`src/pit_pkg.sv`:
```
package pit_pkg;

	// ========================================
	// bus geometry
	// ========================================

	// one data word per access, no byte lanes
	localparam int PIT_DW = 32;
	// word address, bits 7:2 pick the timer and bits 1:0 its register
	localparam int PIT_AW = 8;

	// ========================================
	// register map
	// ========================================

	// per-timer register selector, taken from adr_i[1:0]
	typedef enum logic [1:0] {
		treg_count  = 2'd0,
		treg_max    = 2'd1,
		treg_ontime = 2'd2,
		treg_ctrl   = 2'd3
	} pit_treg_e;

	// global registers live at word 128 and above
	typedef enum logic [7:0] {
		greg_underflow = 8'd128,
		greg_sync      = 8'd129,
		greg_ie        = 8'd130,
		greg_tmp       = 8'd131,
		greg_out       = 8'd132,
		greg_igate     = 8'd133
	} pit_greg_e;

	// ========================================
	// channel control and status
	// ========================================

	// control bits, ld sits in data bit 0 and ge in bit 4
	typedef struct packed {
		logic ge;
		logic xc;
		logic ar;
		logic ce;
		logic ld;
	} pit_ctrl_t;

	// control value after reset, auto-reload on and everything else off
	localparam pit_ctrl_t PIT_CTRL_RST = '{ge: 1'b0, xc: 1'b0, ar: 1'b1, ce: 1'b0, ld: 1'b0};

	// active configuration of one timer
	typedef struct packed {
		pit_ctrl_t         ctrl;
		logic [PIT_DW-1:0] maxcount;
		logic [PIT_DW-1:0] ontime;
	} pit_chan_cfg_t;

	// what a timer reports back, count zero extended to the bus width
	typedef struct packed {
		logic [PIT_DW-1:0] count;
		logic              out;
		logic              tc;
	} pit_chan_stat_t;

endpackage

```
`src/pit_edge_sync.sv`:
```
module pit_edge_sync (
	input  logic clk_i,
	input  logic rst_i,
	input  logic ext_clk_i,
	output logic tick_o
);

	// two flop synchronizer for the asynchronous pin
	logic sync1;
	logic sync2;
	// synchronized level one cycle ago
	logic prev;
	// registered rising edge
	logic tick_q;

	always_ff @(posedge clk_i) begin
		if (rst_i) begin
			sync1  <= 1'b0;
			sync2  <= 1'b0;
			prev   <= 1'b0;
			tick_q <= 1'b0;
		end else begin
			sync1  <= ext_clk_i;
			sync2  <= sync1;
			prev   <= sync2;
			// rising edge of the synchronized level
			tick_q <= sync2 & ~prev;
		end
	end

	// one cycle wide, three cycles after the pin edge
	assign tick_o = tick_q;

endmodule

```
`src/pit_channel.sv`:
```
module pit_channel #(
	parameter int BITS = 16
) (
	input  logic                    clk_i,
	input  logic                    rst_i,
	input  pit_pkg::pit_chan_cfg_t  cfg_i,
	input  logic                    load_i,
	input  logic                    tick_i,
	input  logic                    gate_i,
	input  logic                    igate_i,
	output pit_pkg::pit_chan_stat_t stat_o
);

	import pit_pkg::*;

	// down counter and output level
	logic [BITS-1:0] count;
	logic            out_q;

	// count qualifiers
	logic clk_ok;
	logic gate_ok;
	logic en;

	// compare results on the value before the decrement
	logic at_zero;
	logic at_ontime;

	// ========================================
	// enable decision
	// ========================================

	always_comb begin
		// external clock mode counts only on a synchronized tick
		clk_ok  = cfg_i.ctrl.xc ? tick_i : 1'b1;
		// gated mode needs both the pin and the internal gate
		gate_ok = cfg_i.ctrl.ge ? (gate_i & igate_i) : 1'b1;
		en      = cfg_i.ctrl.ce & clk_ok & gate_ok;
	end

	assign at_zero   = (count == '0);
	// compare at bus width so stray upper on-time bits never match
	assign at_ontime = (PIT_DW'(count) == cfg_i.ontime);

	// ========================================
	// counter
	// ========================================

	always_ff @(posedge clk_i) begin
		if (rst_i) begin
			count <= '0;
			out_q <= 1'b0;
		end else if (load_i) begin
			// load pulse wins over counting
			count <= cfg_i.maxcount[BITS-1:0];
		end else if (en) begin
			if (at_zero) begin
				// terminal count, reload or park at all ones
				if (cfg_i.ctrl.ar) begin
					count <= cfg_i.maxcount[BITS-1:0];
				end else begin
					count <= '1;
				end
				out_q <= 1'b0;
			end else begin
				count <= count - 1'b1;
				// output rises when the on-time is reached
				if (at_ontime) begin
					out_q <= 1'b1;
				end
			end
		end
	end

	// ========================================
	// status back to the register block
	// ========================================

	always_comb begin
		stat_o.count = PIT_DW'(count);
		stat_o.out   = out_q;
		// tc is high only in the cycle that wraps the counter
		stat_o.tc    = en & ~load_i & at_zero;
	end

endmodule

```
`src/pit_regs.sv`:
```
module pit_regs #(
	parameter int NTIMER = 4,
	parameter int BITS   = 16
) (
	input  logic                                 clk_i,
	input  logic                                 rst_i,
	input  logic                                 cs_i,
	input  logic                                 cyc_i,
	input  logic                                 stb_i,
	input  logic                                 we_i,
	input  logic [pit_pkg::PIT_AW-1:0]           adr_i,
	input  logic [pit_pkg::PIT_DW-1:0]           dat_i,
	output logic                                 ack_o,
	output logic [pit_pkg::PIT_DW-1:0]           dat_o,
	output pit_pkg::pit_chan_cfg_t  [NTIMER-1:0] cfg_o,
	output logic [NTIMER-1:0]                    load_o,
	output logic [NTIMER-1:0]                    igate_o,
	input  pit_pkg::pit_chan_stat_t [NTIMER-1:0] stat_i,
	output logic                                 irq_o
);

	import pit_pkg::*;

	// holding values are cut to the counter width
	localparam logic [PIT_DW-1:0] VAL_MASK = PIT_DW'({BITS{1'b1}});

	// bus qualifiers
	logic valid;
	logic wr;
	logic rd_rdy;

	// address decode
	logic       glob_sel;
	logic [5:0] timer_sel;
	pit_treg_e  treg;
	pit_greg_e  greg;

	// holding copies, moved to cfg_o on commit or sync
	logic [PIT_DW-1:0] maxh [NTIMER];
	logic [PIT_DW-1:0] onth [NTIMER];
	pit_ctrl_t         ctrlh [NTIMER];

	// global registers
	logic [NTIMER-1:0] underflow;
	logic [NTIMER-1:0] ie;
	logic [NTIMER-1:0] irqf;
	logic [NTIMER-1:0] igate;
	logic [PIT_DW-1:0] tmp;

	logic [NTIMER-1:0] out_vec;
	logic [PIT_DW-1:0] rd_data;

	// ========================================
	// bus handshake and decode
	// ========================================

	assign valid     = cs_i & cyc_i & stb_i;
	assign wr        = valid & we_i;
	assign glob_sel  = adr_i[7];
	assign timer_sel = adr_i[7:2];
	assign treg      = pit_treg_e'(adr_i[1:0]);
	assign greg      = pit_greg_e'(adr_i);

	// reads need one cycle for the registered data
	always_ff @(posedge clk_i) begin
		if (rst_i) begin
			rd_rdy <= 1'b0;
		end else begin
			rd_rdy <= valid & ~we_i;
		end
	end

	// writes are acknowledged at once
	assign ack_o = valid & (we_i | rd_rdy);

	// ========================================
	// register updates
	// ========================================

	always_ff @(posedge clk_i) begin
		if (rst_i) begin
			for (int n = 0; n < NTIMER; n++) begin
				maxh[n]  <= '0;
				onth[n]  <= '0;
				ctrlh[n] <= PIT_CTRL_RST;
				cfg_o[n] <= '{ctrl: PIT_CTRL_RST, maxcount: '0, ontime: '0};
			end
			underflow <= '0;
			ie        <= '0;
			irqf      <= '0;
			igate     <= '0;
			tmp       <= '0;
		end else begin
			for (int n = 0; n < NTIMER; n++) begin
				// active ld is a single cycle pulse
				cfg_o[n].ctrl.ld <= 1'b0;

				// acknowledge an underflow, also drops its interrupt enable
				if (wr && greg == greg_underflow && dat_i[n]) begin
					underflow[n] <= 1'b0;
					irqf[n]      <= 1'b0;
					ie[n]        <= 1'b0;
				end

				// terminal count from the channel
				if (stat_i[n].tc) begin
					underflow[n] <= 1'b1;
					if (ie[n]) begin
						irqf[n] <= 1'b1;
					end
					// one-shot mode stops here
					if (!cfg_o[n].ctrl.ar) begin
						cfg_o[n].ctrl.ce <= 1'b0;
					end
				end

				// per-timer registers
				if (wr && !glob_sel && timer_sel == 6'(n)) begin
					case (treg)
						treg_max: maxh[n] <= dat_i & VAL_MASK;
						treg_ontime: onth[n] <= dat_i & VAL_MASK;
						treg_ctrl: begin
							ctrlh[n] <= pit_ctrl_t'(dat_i[4:0]);
							// bit 7 commits this timer right away
							if (dat_i[7]) begin
								cfg_o[n] <= '{ctrl: pit_ctrl_t'(dat_i[4:0]),
									maxcount: maxh[n], ontime: onth[n]};
							end
						end
						default: ;
					endcase
				end

				// sync write commits every selected timer in the same edge
				if (wr && greg == greg_sync && dat_i[n]) begin
					cfg_o[n] <= '{ctrl: ctrlh[n], maxcount: maxh[n], ontime: onth[n]};
					ctrlh[n].ld <= 1'b0;
				end
			end

			if (wr && greg == greg_ie) begin
				ie   <= dat_i[NTIMER-1:0];
				// a disabled timer keeps no pending interrupt
				irqf <= irqf & dat_i[NTIMER-1:0];
			end
			if (wr && greg == greg_tmp) begin
				tmp <= dat_i;
			end
			if (wr && greg == greg_igate) begin
				igate <= dat_i[NTIMER-1:0];
			end
		end
	end

	// ========================================
	// read path
	// ========================================

	always_comb begin
		for (int n = 0; n < NTIMER; n++) begin
			out_vec[n] = stat_i[n].out;
		end
	end

	always_comb begin
		rd_data = '0;
		if (glob_sel) begin
			case (greg)
				greg_underflow: rd_data = PIT_DW'(underflow);
				// write only
				greg_sync: rd_data = '0;
				greg_ie: rd_data = PIT_DW'(ie);
				greg_tmp: rd_data = tmp;
				greg_out: rd_data = PIT_DW'(out_vec);
				greg_igate: rd_data = PIT_DW'(igate);
				default: rd_data = '0;
			endcase
		end else if (timer_sel < NTIMER) begin
			case (treg)
				treg_count: rd_data = stat_i[timer_sel].count;
				treg_max: rd_data = cfg_o[timer_sel].maxcount;
				treg_ontime: rd_data = cfg_o[timer_sel].ontime;
				// ld is never visible
				treg_ctrl: rd_data = PIT_DW'({cfg_o[timer_sel].ctrl.ge,
					cfg_o[timer_sel].ctrl.xc, cfg_o[timer_sel].ctrl.ar,
					cfg_o[timer_sel].ctrl.ce, 1'b0});
				default: rd_data = '0;
			endcase
		end
	end

	// read data lines up with the delayed ack
	always_ff @(posedge clk_i) begin
		dat_o <= valid ? rd_data : '0;
	end

	// ========================================
	// per-timer outputs
	// ========================================

	always_comb begin
		for (int n = 0; n < NTIMER; n++) begin
			load_o[n] = cfg_o[n].ctrl.ld;
		end
	end

	assign igate_o = igate;
	// flags are registered, so irq follows tc by one cycle
	assign irq_o   = |irqf;

endmodule

```
`src/pit_top.sv`:
```
module pit_top #(
	parameter int NTIMER = 4,
	parameter int BITS   = 16
) (
	input  logic                       clk_i,
	input  logic                       rst_i,
	input  logic                       cs_i,
	input  logic                       cyc_i,
	input  logic                       stb_i,
	input  logic                       we_i,
	input  logic [pit_pkg::PIT_AW-1:0] adr_i,
	input  logic [pit_pkg::PIT_DW-1:0] dat_i,
	output logic                       ack_o,
	output logic [pit_pkg::PIT_DW-1:0] dat_o,
	input  logic [NTIMER-1:0]          ext_clk_i,
	input  logic [NTIMER-1:0]          ext_gate_i,
	output logic [NTIMER-1:0]          out_o,
	output logic                       irq_o
);

	import pit_pkg::*;

	// register block to channels
	pit_chan_cfg_t  [NTIMER-1:0] cfg;
	logic           [NTIMER-1:0] load;
	logic           [NTIMER-1:0] igate;
	// channels back to the register block
	pit_chan_stat_t [NTIMER-1:0] stat;
	// synchronized external clock edges
	logic           [NTIMER-1:0] tick;

	pit_regs #(
		.NTIMER(NTIMER),
		.BITS  (BITS)
	) u_regs (
		.clk_i  (clk_i),
		.rst_i  (rst_i),
		.cs_i   (cs_i),
		.cyc_i  (cyc_i),
		.stb_i  (stb_i),
		.we_i   (we_i),
		.adr_i  (adr_i),
		.dat_i  (dat_i),
		.ack_o  (ack_o),
		.dat_o  (dat_o),
		.cfg_o  (cfg),
		.load_o (load),
		.igate_o(igate),
		.stat_i (stat),
		.irq_o  (irq_o)
	);

	// ========================================
	// one synchronizer and counter per timer
	// ========================================

	for (genvar g = 0; g < NTIMER; g++) begin : g_timer
		pit_edge_sync u_sync (
			.clk_i    (clk_i),
			.rst_i    (rst_i),
			.ext_clk_i(ext_clk_i[g]),
			.tick_o   (tick[g])
		);

		pit_channel #(
			.BITS(BITS)
		) u_chan (
			.clk_i  (clk_i),
			.rst_i  (rst_i),
			.cfg_i  (cfg[g]),
			.load_i (load[g]),
			.tick_i (tick[g]),
			.gate_i (ext_gate_i[g]),
			.igate_i(igate[g]),
			.stat_o (stat[g])
		);

		// output level straight to the pin
		assign out_o[g] = stat[g].out;
	end

endmodule

```
`config.mk`:
```
export PLATFORM = sky130hd
export DESIGN_NAME = pit_top
export DESIGN_NICKNAME = d
export VERILOG_FILES = /design/src/pit_pkg.sv /design/src/pit_edge_sync.sv /design/src/pit_channel.sv /design/src/pit_regs.sv /design/src/pit_top.sv
export SDC_FILE = /design/constraint.sdc
export NUM_CORES = 1
export LEC_CHECK = 0
export ABC_AREA = 1
export BUFFER_PORTS_ARGS = -buffer_cell sky130_fd_sc_hd__buf_2
export CAP_MARGIN = 5
export CORE_UTILIZATION = 23
export CTS_BUF_LIST = sky130_fd_sc_hd__clkbuf_4 sky130_fd_sc_hd__clkbuf_8 sky130_fd_sc_hd__clkbuf_16
export DETAILED_ROUTE_END_ITERATION = 7
export SLEW_MARGIN = 20
export SYNTH_ARGS = -nofsm -noshare
export SYNTH_HDL_FRONTEND = slang
export SYNTH_SLANG_ARGS = --single-unit
```
`constraint.sdc`:
```
create_clock -name clk_i -period 3 [get_ports clk_i]
set_input_delay 0.15 -clock clk_i [delete_from_list [all_inputs] [get_ports clk_i]]
set_output_delay 0.15 -clock clk_i [all_outputs]
set_load 0.005 [all_outputs]
```
Word level (Yosys, flattened, before mapping):

Memory sizes are Yosys's and may differ from the RTL's.
Cells that the tools add are included.

* register bits: 441
* bits in writable memories: 148
* bits of input ports: 54
* output and inout port bits: 38
* logic and storage cells: 363
* memories kept: 3

* $add $sub $neg: 4
* magnitude comparators: 2
* equality and inequality tests: 16
* multiplexer cells: 155
* bitwise logic cells: 56
* reductions and logical operators: 62

Memory list
* u_regs.maxh: words 4, width 16, rd ports 4, clocked after Yosys merged registers in 0, wr ports 4, line pit_regs.sv:39 `logic [PIT_DW-1:0] maxh [NTIMER];`
* u_regs.onth: words 4, width 16, rd ports 4, clocked after Yosys merged registers in 0, wr ports 4, line pit_regs.sv:40 `logic [PIT_DW-1:0] onth [NTIMER];`
* u_regs.ctrlh: words 4, width 5, rd ports 4, clocked after Yosys merged registers in 0, wr ports 4, line pit_regs.sv:41 `pit_ctrl_t ctrlh [NTIMER];`

Operators by type and width (count)
* two-way mux 69 bit: 17
* two-way mux 16 bit: 24
* case mux 32 bit (5 select lines): 1
* binary-select mux 69 bit (select 2 bit): 1
* == test 16 x 32 -> 1 bit: 4
* case mux 32 bit (4 select lines): 1
* two-way mux 1 bit: 101
* binary-select mux 34 bit (select 2 bit): 1
* logical NOT 16 bit: 4
* two-way mux 32 bit: 2
* subtractor 16 x 1 -> 16 bit, second input constant: 4
* nonzero test 2 bit: 28
* == test 8 bit, second input constant: 6
* two-way mux 34 bit: 1
* bitwise AND 1 bit: 29
* AND reduction 3 bit: 8
* two-way mux 5 bit: 4
* logical AND 1 bit: 18
* OR 1 bit: 17
* == test 6 x 2 -> 1 bit, second input constant: 2
* < comparator 6 x 3 -> 1 bit, second input constant: 2
* inverter 1 bit: 9
* two-way mux 4 bit: 2
* == test 6 x 1 -> 1 bit, second input constant: 1
* other kinds (7): 8

Depth between registers and ports, before layout:

* word-level depth: 10
* depth in mapped cells: 12
* gate-level depth less buffers: 11

Modules after synthesis:

A second synthesis with hierarchy kept.

* cells, all modules: 3466
* area, all modules: 25476.9 um^2

By module, submodules not included
* pit_regs: instances 1, cells an instance 2166, area each 17266.6 um^2, sequential area each 9028.7 um^2
* pit_channel (g_timer[0].u_chan ...): instances 3, cells an instance 312, area each 1960.6 um^2, sequential area each 340.3 um^2
* pit_channel (g_timer[3].u_chan): instances 1, cells an instance 316, area each 1868.0 um^2, sequential area each 340.3 um^2
* pit_edge_sync: instances 4, cells an instance 12, area each 115.1 um^2, sequential area each 80.1 um^2

Worst setup path before layout:

OpenSTA, ideal clock, no wires.

* path kind: input port to flip-flop
* from: input adr_i[5] (netlist name)
* to: memory u_regs.maxh[3][0] (netlist name) (enable)
* arrival: 2.040 ns
* path slack: 0.549 ns
* cell stages on the path: 7
* buffers on the path: 0
* cells stage by stage: inv_1 > nand2_1 > nor2_4 > nand2_4 > nor2_4 > inv_1 > o21ai_0

RTL lines
* start, declared: line pit_top.sv:11 `input logic [pit_pkg::PIT_AW-1:0] adr_i,`
* end, declared: line pit_regs.sv:39

Worst setup path after layout:

* from: register g_timer[3].u_chan.count[1]
* to: register g_timer[3].u_chan.count[13]

* cells in the longest elaborated chain, start to end: 4

Ends and longest elaborated chain
* start, declared: line pit_channel.sv:17 `logic [BITS-1:0] count;`
* start signal, assigned: line pit_channel.sv:55 `count <= cfg_i.maxcount[BITS-1:0];`
* start signal, assigned: line pit_channel.sv:60 `count <= cfg_i.maxcount[BITS-1:0];`
* start signal, assigned: line pit_channel.sv:66 `count <= count - 1'b1;`
* subtractor 16 x 1 -> 16 bit or logical NOT 16 bit (tied branches): line pit_channel.sv:66, pit_channel.sv:41
* two-way mux 16 bit *: line pit_channel.sv:57 `if (at_zero) begin`
* two-way mux 16 bit *: line pit_channel.sv:56 `end else if (en) begin`
* two-way mux 16 bit *: line pit_channel.sv:53 `end else if (load_i) begin`

Every way passes the cells marked *; elsewhere a longest branch is shown, timed or not. The select of a mux whose other input is x is not followed.
A chain may end at the register's enable or synchronous reset.

==> impl_summary.log <==
[metrics] all-layer global routing usage: between 10% and 20%
[metrics] die height: 313 um
[metrics] cell leakage power: 11.0 nW
[metrics] setup slack of the most critical reg-to-reg path: between 700 and 800 ps
[metrics] mean number of vias per cell: 4.83
[metrics] dominant cell by count in the synthesized netlist: sky130_fd_sc_hd__nor2_1
[metrics] number of instances on the worst hold path: 6
[metrics] H-tree lvl count: 2
[metrics] total power consumption of the routed design: 14.0 mW
[metrics] setup repair bufs after CTS: 0
[metrics] top area cells in the synthesized netlist: sky130_fd_sc_hd__dfxtp_1, sky130_fd_sc_hd__edfxtp_1, sky130_fd_sc_hd__nor2_1
[metrics] RSZ-0062 raised after global routing: no
[metrics] width of the chip: 313 um
[metrics] final WL: 89.6 mm
[metrics] Worst Setup Slack, final: 702 ps
[metrics] wire length per cell after detailed routing: 20.4 um
[metrics] count of warnings emitted by yosys: 0
[metrics] worst reg2reg path depth: 10
[metrics] final cell count without fillers: 4400
[metrics] Avg Cell Area, Syn: 7.43 sq um
[metrics] area added between synthesis and finish: 18.0%
[metrics] kind of start point of the critical path: flop
[metrics] gr ovfl total: 0
[metrics] Synth Net Count: 3053
[metrics] area inside the core boundary: 95300 sq um
[metrics] sequential fraction of the synthesis area: ~48%
[metrics] share of async-settable or async-resettable flops after synthesis: 0%
[metrics] Initial Utilization: between 20% and 30%
[metrics] number of optimization iterations in the first detailed-route pass: 6
[metrics] routed vias: about 21000
[metrics] initial antenna violation count: 3
[metrics] drc violations: 0
[metrics] worst min path class: input pin to flop
[metrics] post-synth top area cell: sky130_fd_sc_hd__dfxtp_1
[metrics] die area: 97800 sq um
[metrics] number of antenna-violating nets in the routed design: 0
[metrics] total clock sinks: roughly 460
[metrics] Final Core Density: 27.5%
[metrics] fraction of final layout cells sized beyond drive strength 1: slightly below 10%
[metrics] combined area of all synthesized cells: 22200 sq um
[metrics] pre-CTS setup slack: 563 ps
[metrics] number of I/O port buffers: 91
[metrics] final period demand of the worst path: ~2300 ps
[metrics] slew margin rel.: 25.0%
[metrics] TritonCTS clock tree: built
[metrics] count of final setup violators: 0
[metrics] setup TNS: 0 ps
[metrics] number of enable flip-flop cells after synthesis: 148
[metrics] Worst Path Arrival: 2730 ps
[metrics] startpoint of the most critical register-to-register path: g_timer[3].u_chan.count[1]
[metrics] Tcrit/Tclk final: 76.6%
[metrics] number of antenna cells inserted: 0
[metrics] number of endpoints with negative hold slack in the final report: 0
[metrics] Power Density: 536 nW/um^2
[metrics] number of core rows: approximately 110
[metrics] status: finished clean
[metrics] Critical R2R Capture: g_timer[3].u_chan.count[13]
[metrics] placed insts: 4275
[metrics] kind of critical path: flop to flop
[metrics] data required time at the worst endpoint: 3440 ps
[metrics] endpoint of the worst hold path: u_regs.dat_o[1]
[metrics] top-area cell type share of the netlist area: roughly 28%
[metrics] number of buffers inserted by hold repair at cts: 26
[metrics] buffer type at the clock tree root: sky130_fd_sc_hd__clkbuf_16
[metrics] Top FF cell, synth: sky130_fd_sc_hd__dfxtp_1
[metrics] drt initial violations: between 2000 and 3000
[metrics] routability-driven placement congestion ratio: about 1.0
[metrics] most instantiated cells after synthesis: sky130_fd_sc_hd__nor2_1, sky130_fd_sc_hd__nand2_1, sky130_fd_sc_hd__dfxtp_1
[metrics] post-synthesis cell type count: 42
[metrics] maximum number of buffers from clock root to sink: 3
[metrics] Max Cap Violations: 0
[metrics] total count of max-transition violations in the final report: 0
[metrics] wire length of the first global-routing pass: 132 mm
[metrics] total clock buffers created by CTS: 53
[metrics] transition time of the tightest slew-check pin: roughly 1100 ps
[metrics] pin count of the biggest net entering global routing: 107
[metrics] largest vdd supply drop: 426 uV
[metrics] worst skew pair latency: between 600 and 700 ps
[metrics] quantity of gates resized following cts: 0
[metrics] clock-pin slew on the worst setup and hold paths: 60 ps
[metrics] gate count after technology mapping: 2991
[metrics] num ports: 92
[metrics] via count of the first global-routing pass: a little under 20000
[metrics] CP Max Fanout: 8
[metrics] Critical Path Sink Type: flop
[metrics] nets@finish: between 3000 and 4000
[metrics] Fmax achieved: around 0.44 GHz
[metrics] worst clock skew: 65.4 ps
[metrics] hold path startpoint: adr_i[6]
[metrics] Final HPWL DP: between 60 and 70 mm
[metrics] flop and latch count out of synthesis: 461
registers in the layout, indices dropped and copies added, names as in the netlist, 20 cells and up:
register              count
u_regs.cfg_o            148
g_timer.u_chan.count     64
u_regs.maxh              64
u_regs.onth              64
u_regs.dat_o             32
u_regs.tmp               32
u_regs.ctrlh             20
worst max-delay path, stage by stage, from the launching register on:
cell	delay [ps]
sky130_fd_sc_hd__dfxtp_1	330
sky130_fd_sc_hd__inv_1	210
sky130_fd_sc_hd__ha_1	220
sky130_fd_sc_hd__nand3_1	90
sky130_fd_sc_hd__nor2_1	90
sky130_fd_sc_hd__nand3_1	280
sky130_fd_sc_hd__nor2_1	420
sky130_fd_sc_hd__buf_4	250
sky130_fd_sc_hd__nand2_1	60
sky130_fd_sc_hd__nand3_1	70
sky130_fd_sc_hd__a21oi_1	60
power by group:
group | total, mW | switching, mW | leakage [nW] | internal (mW)
combinational | 0.591 | 0.456 | 6.15 | 0.135
clock | 6.88 | 2.84 | 0.928 | 4.04
sequential | 6.57 | 0.0326 | 3.93 | 6.54
final cells by class:
| class | count | area (sq um) |
|---|---|---|
| Clock inverter | 23 | 267 |
| Sequential cell | 461 | 10700 |
| Timing Repair Buffer | 182 | 1220 |
| Clock buffer | 76 | 1610 |
| Fill cell | 10523 | 69100 |
| Multi-Input combinational cell | 2096 | 9700 |
| Inverter | 297 | 1120 |
| Tap cell | 1265 | 1580 |
cell usage in the layout, fill, tap and decap left out, types with 3 or more instances in the layout:
cell type                       count
sky130_fd_sc_hd__edfxtp_1         148
sky130_fd_sc_hd__o21ai_0          213
sky130_fd_sc_hd__a22oi_1            3
sky130_fd_sc_hd__buf_2             90
sky130_fd_sc_hd__bufinv_16          3
sky130_fd_sc_hd__clkinvlp_4         4
sky130_fd_sc_hd__nor2_2             7
sky130_fd_sc_hd__dlygate4sd3_1     26
sky130_fd_sc_hd__clkbuf_8           7
sky130_fd_sc_hd__nor3_1            25
sky130_fd_sc_hd__o21ai_1           28
sky130_fd_sc_hd__or2_2              8
sky130_fd_sc_hd__clkinv_1          18
sky130_fd_sc_hd__nand2_1          547
sky130_fd_sc_hd__clkbuf_16         57
sky130_fd_sc_hd__xnor2_1           56
sky130_fd_sc_hd__nand3_1          186
sky130_fd_sc_hd__a21oi_1          155
sky130_fd_sc_hd__nand2_4            3
sky130_fd_sc_hd__inv_2             12
sky130_fd_sc_hd__nand4_1           51
sky130_fd_sc_hd__nand2_2            8
sky130_fd_sc_hd__nor2_8             3
sky130_fd_sc_hd__ha_1               8
sky130_fd_sc_hd__nor2_4             7
sky130_fd_sc_hd__clkbuf_4          12
sky130_fd_sc_hd__xor2_1            11
sky130_fd_sc_hd__o22ai_1           67
sky130_fd_sc_hd__inv_1            269
sky130_fd_sc_hd__nand3b_1           5
sky130_fd_sc_hd__buf_4             65
sky130_fd_sc_hd__o211ai_1          12
sky130_fd_sc_hd__nor3b_1           15
sky130_fd_sc_hd__dfxtp_1          313
sky130_fd_sc_hd__nor2_1           668
sky130_fd_sc_hd__clkinv_2           8
cell families (layout without fill, tap and decap cells):
kind of cell               count (synthesis)  in the layout  share of synthesized area, %
buffers and inverters                    434            578                          8.16
DFF                                      461            461                          48.2
adders and majority gates                  8              8                         0.451
and+or+nand+nor                         1540           1540                          29.1
AOI/OAI and AO/OA                        481            481                          11.4
xor gates and xnor gates                  67             67                          2.64
routing by layer:
layer / track usage, % / routed length (um) / vias up
met5: 0 / 13 / -
met4: 8.15 / 4470 / 2
met3: 2.67 / 7340 / 199
met2: 27.5 / 39100 / 1000
met1: 24.6 / 38700 / 10095
li1: - / - / 9935
worst max path at each step:
| stage | to | startpoint | depth (start not counted) |
|---|---|---|---|
| 6_report | g_timer[3].u_chan.count[13] | g_timer[3].u_chan.count[1] | 10 |
| 5_1_grt | g_timer[0].u_chan.count[7] | g_timer[0].u_chan.count[0] | 9 |
| 4_1_cts | g_timer[3].u_chan.count[13] | g_timer[3].u_chan.count[0] | 10 |
| 3_5_place_dp | u_regs.cfg_o[149] | adr_i[2] | 11 |
| 3_3_place_gp | u_regs.tmp[31] | adr_i[1] | 8 |
| 2_1_floorplan | u_regs.maxh[3][0] | adr_i[5] | 7 |
per-stage QoR:
stage / area, sq um / hold WS [ps]
floorplan: 22200 / 229
global placement: 24100 / 355
detailed placement: 24100 / 353
CTS: 26200 / 29.2
global route: 26200 / 69.9
finish: 26200 / 47.6
Note: power is estimated with default switching activity, not from simulation.
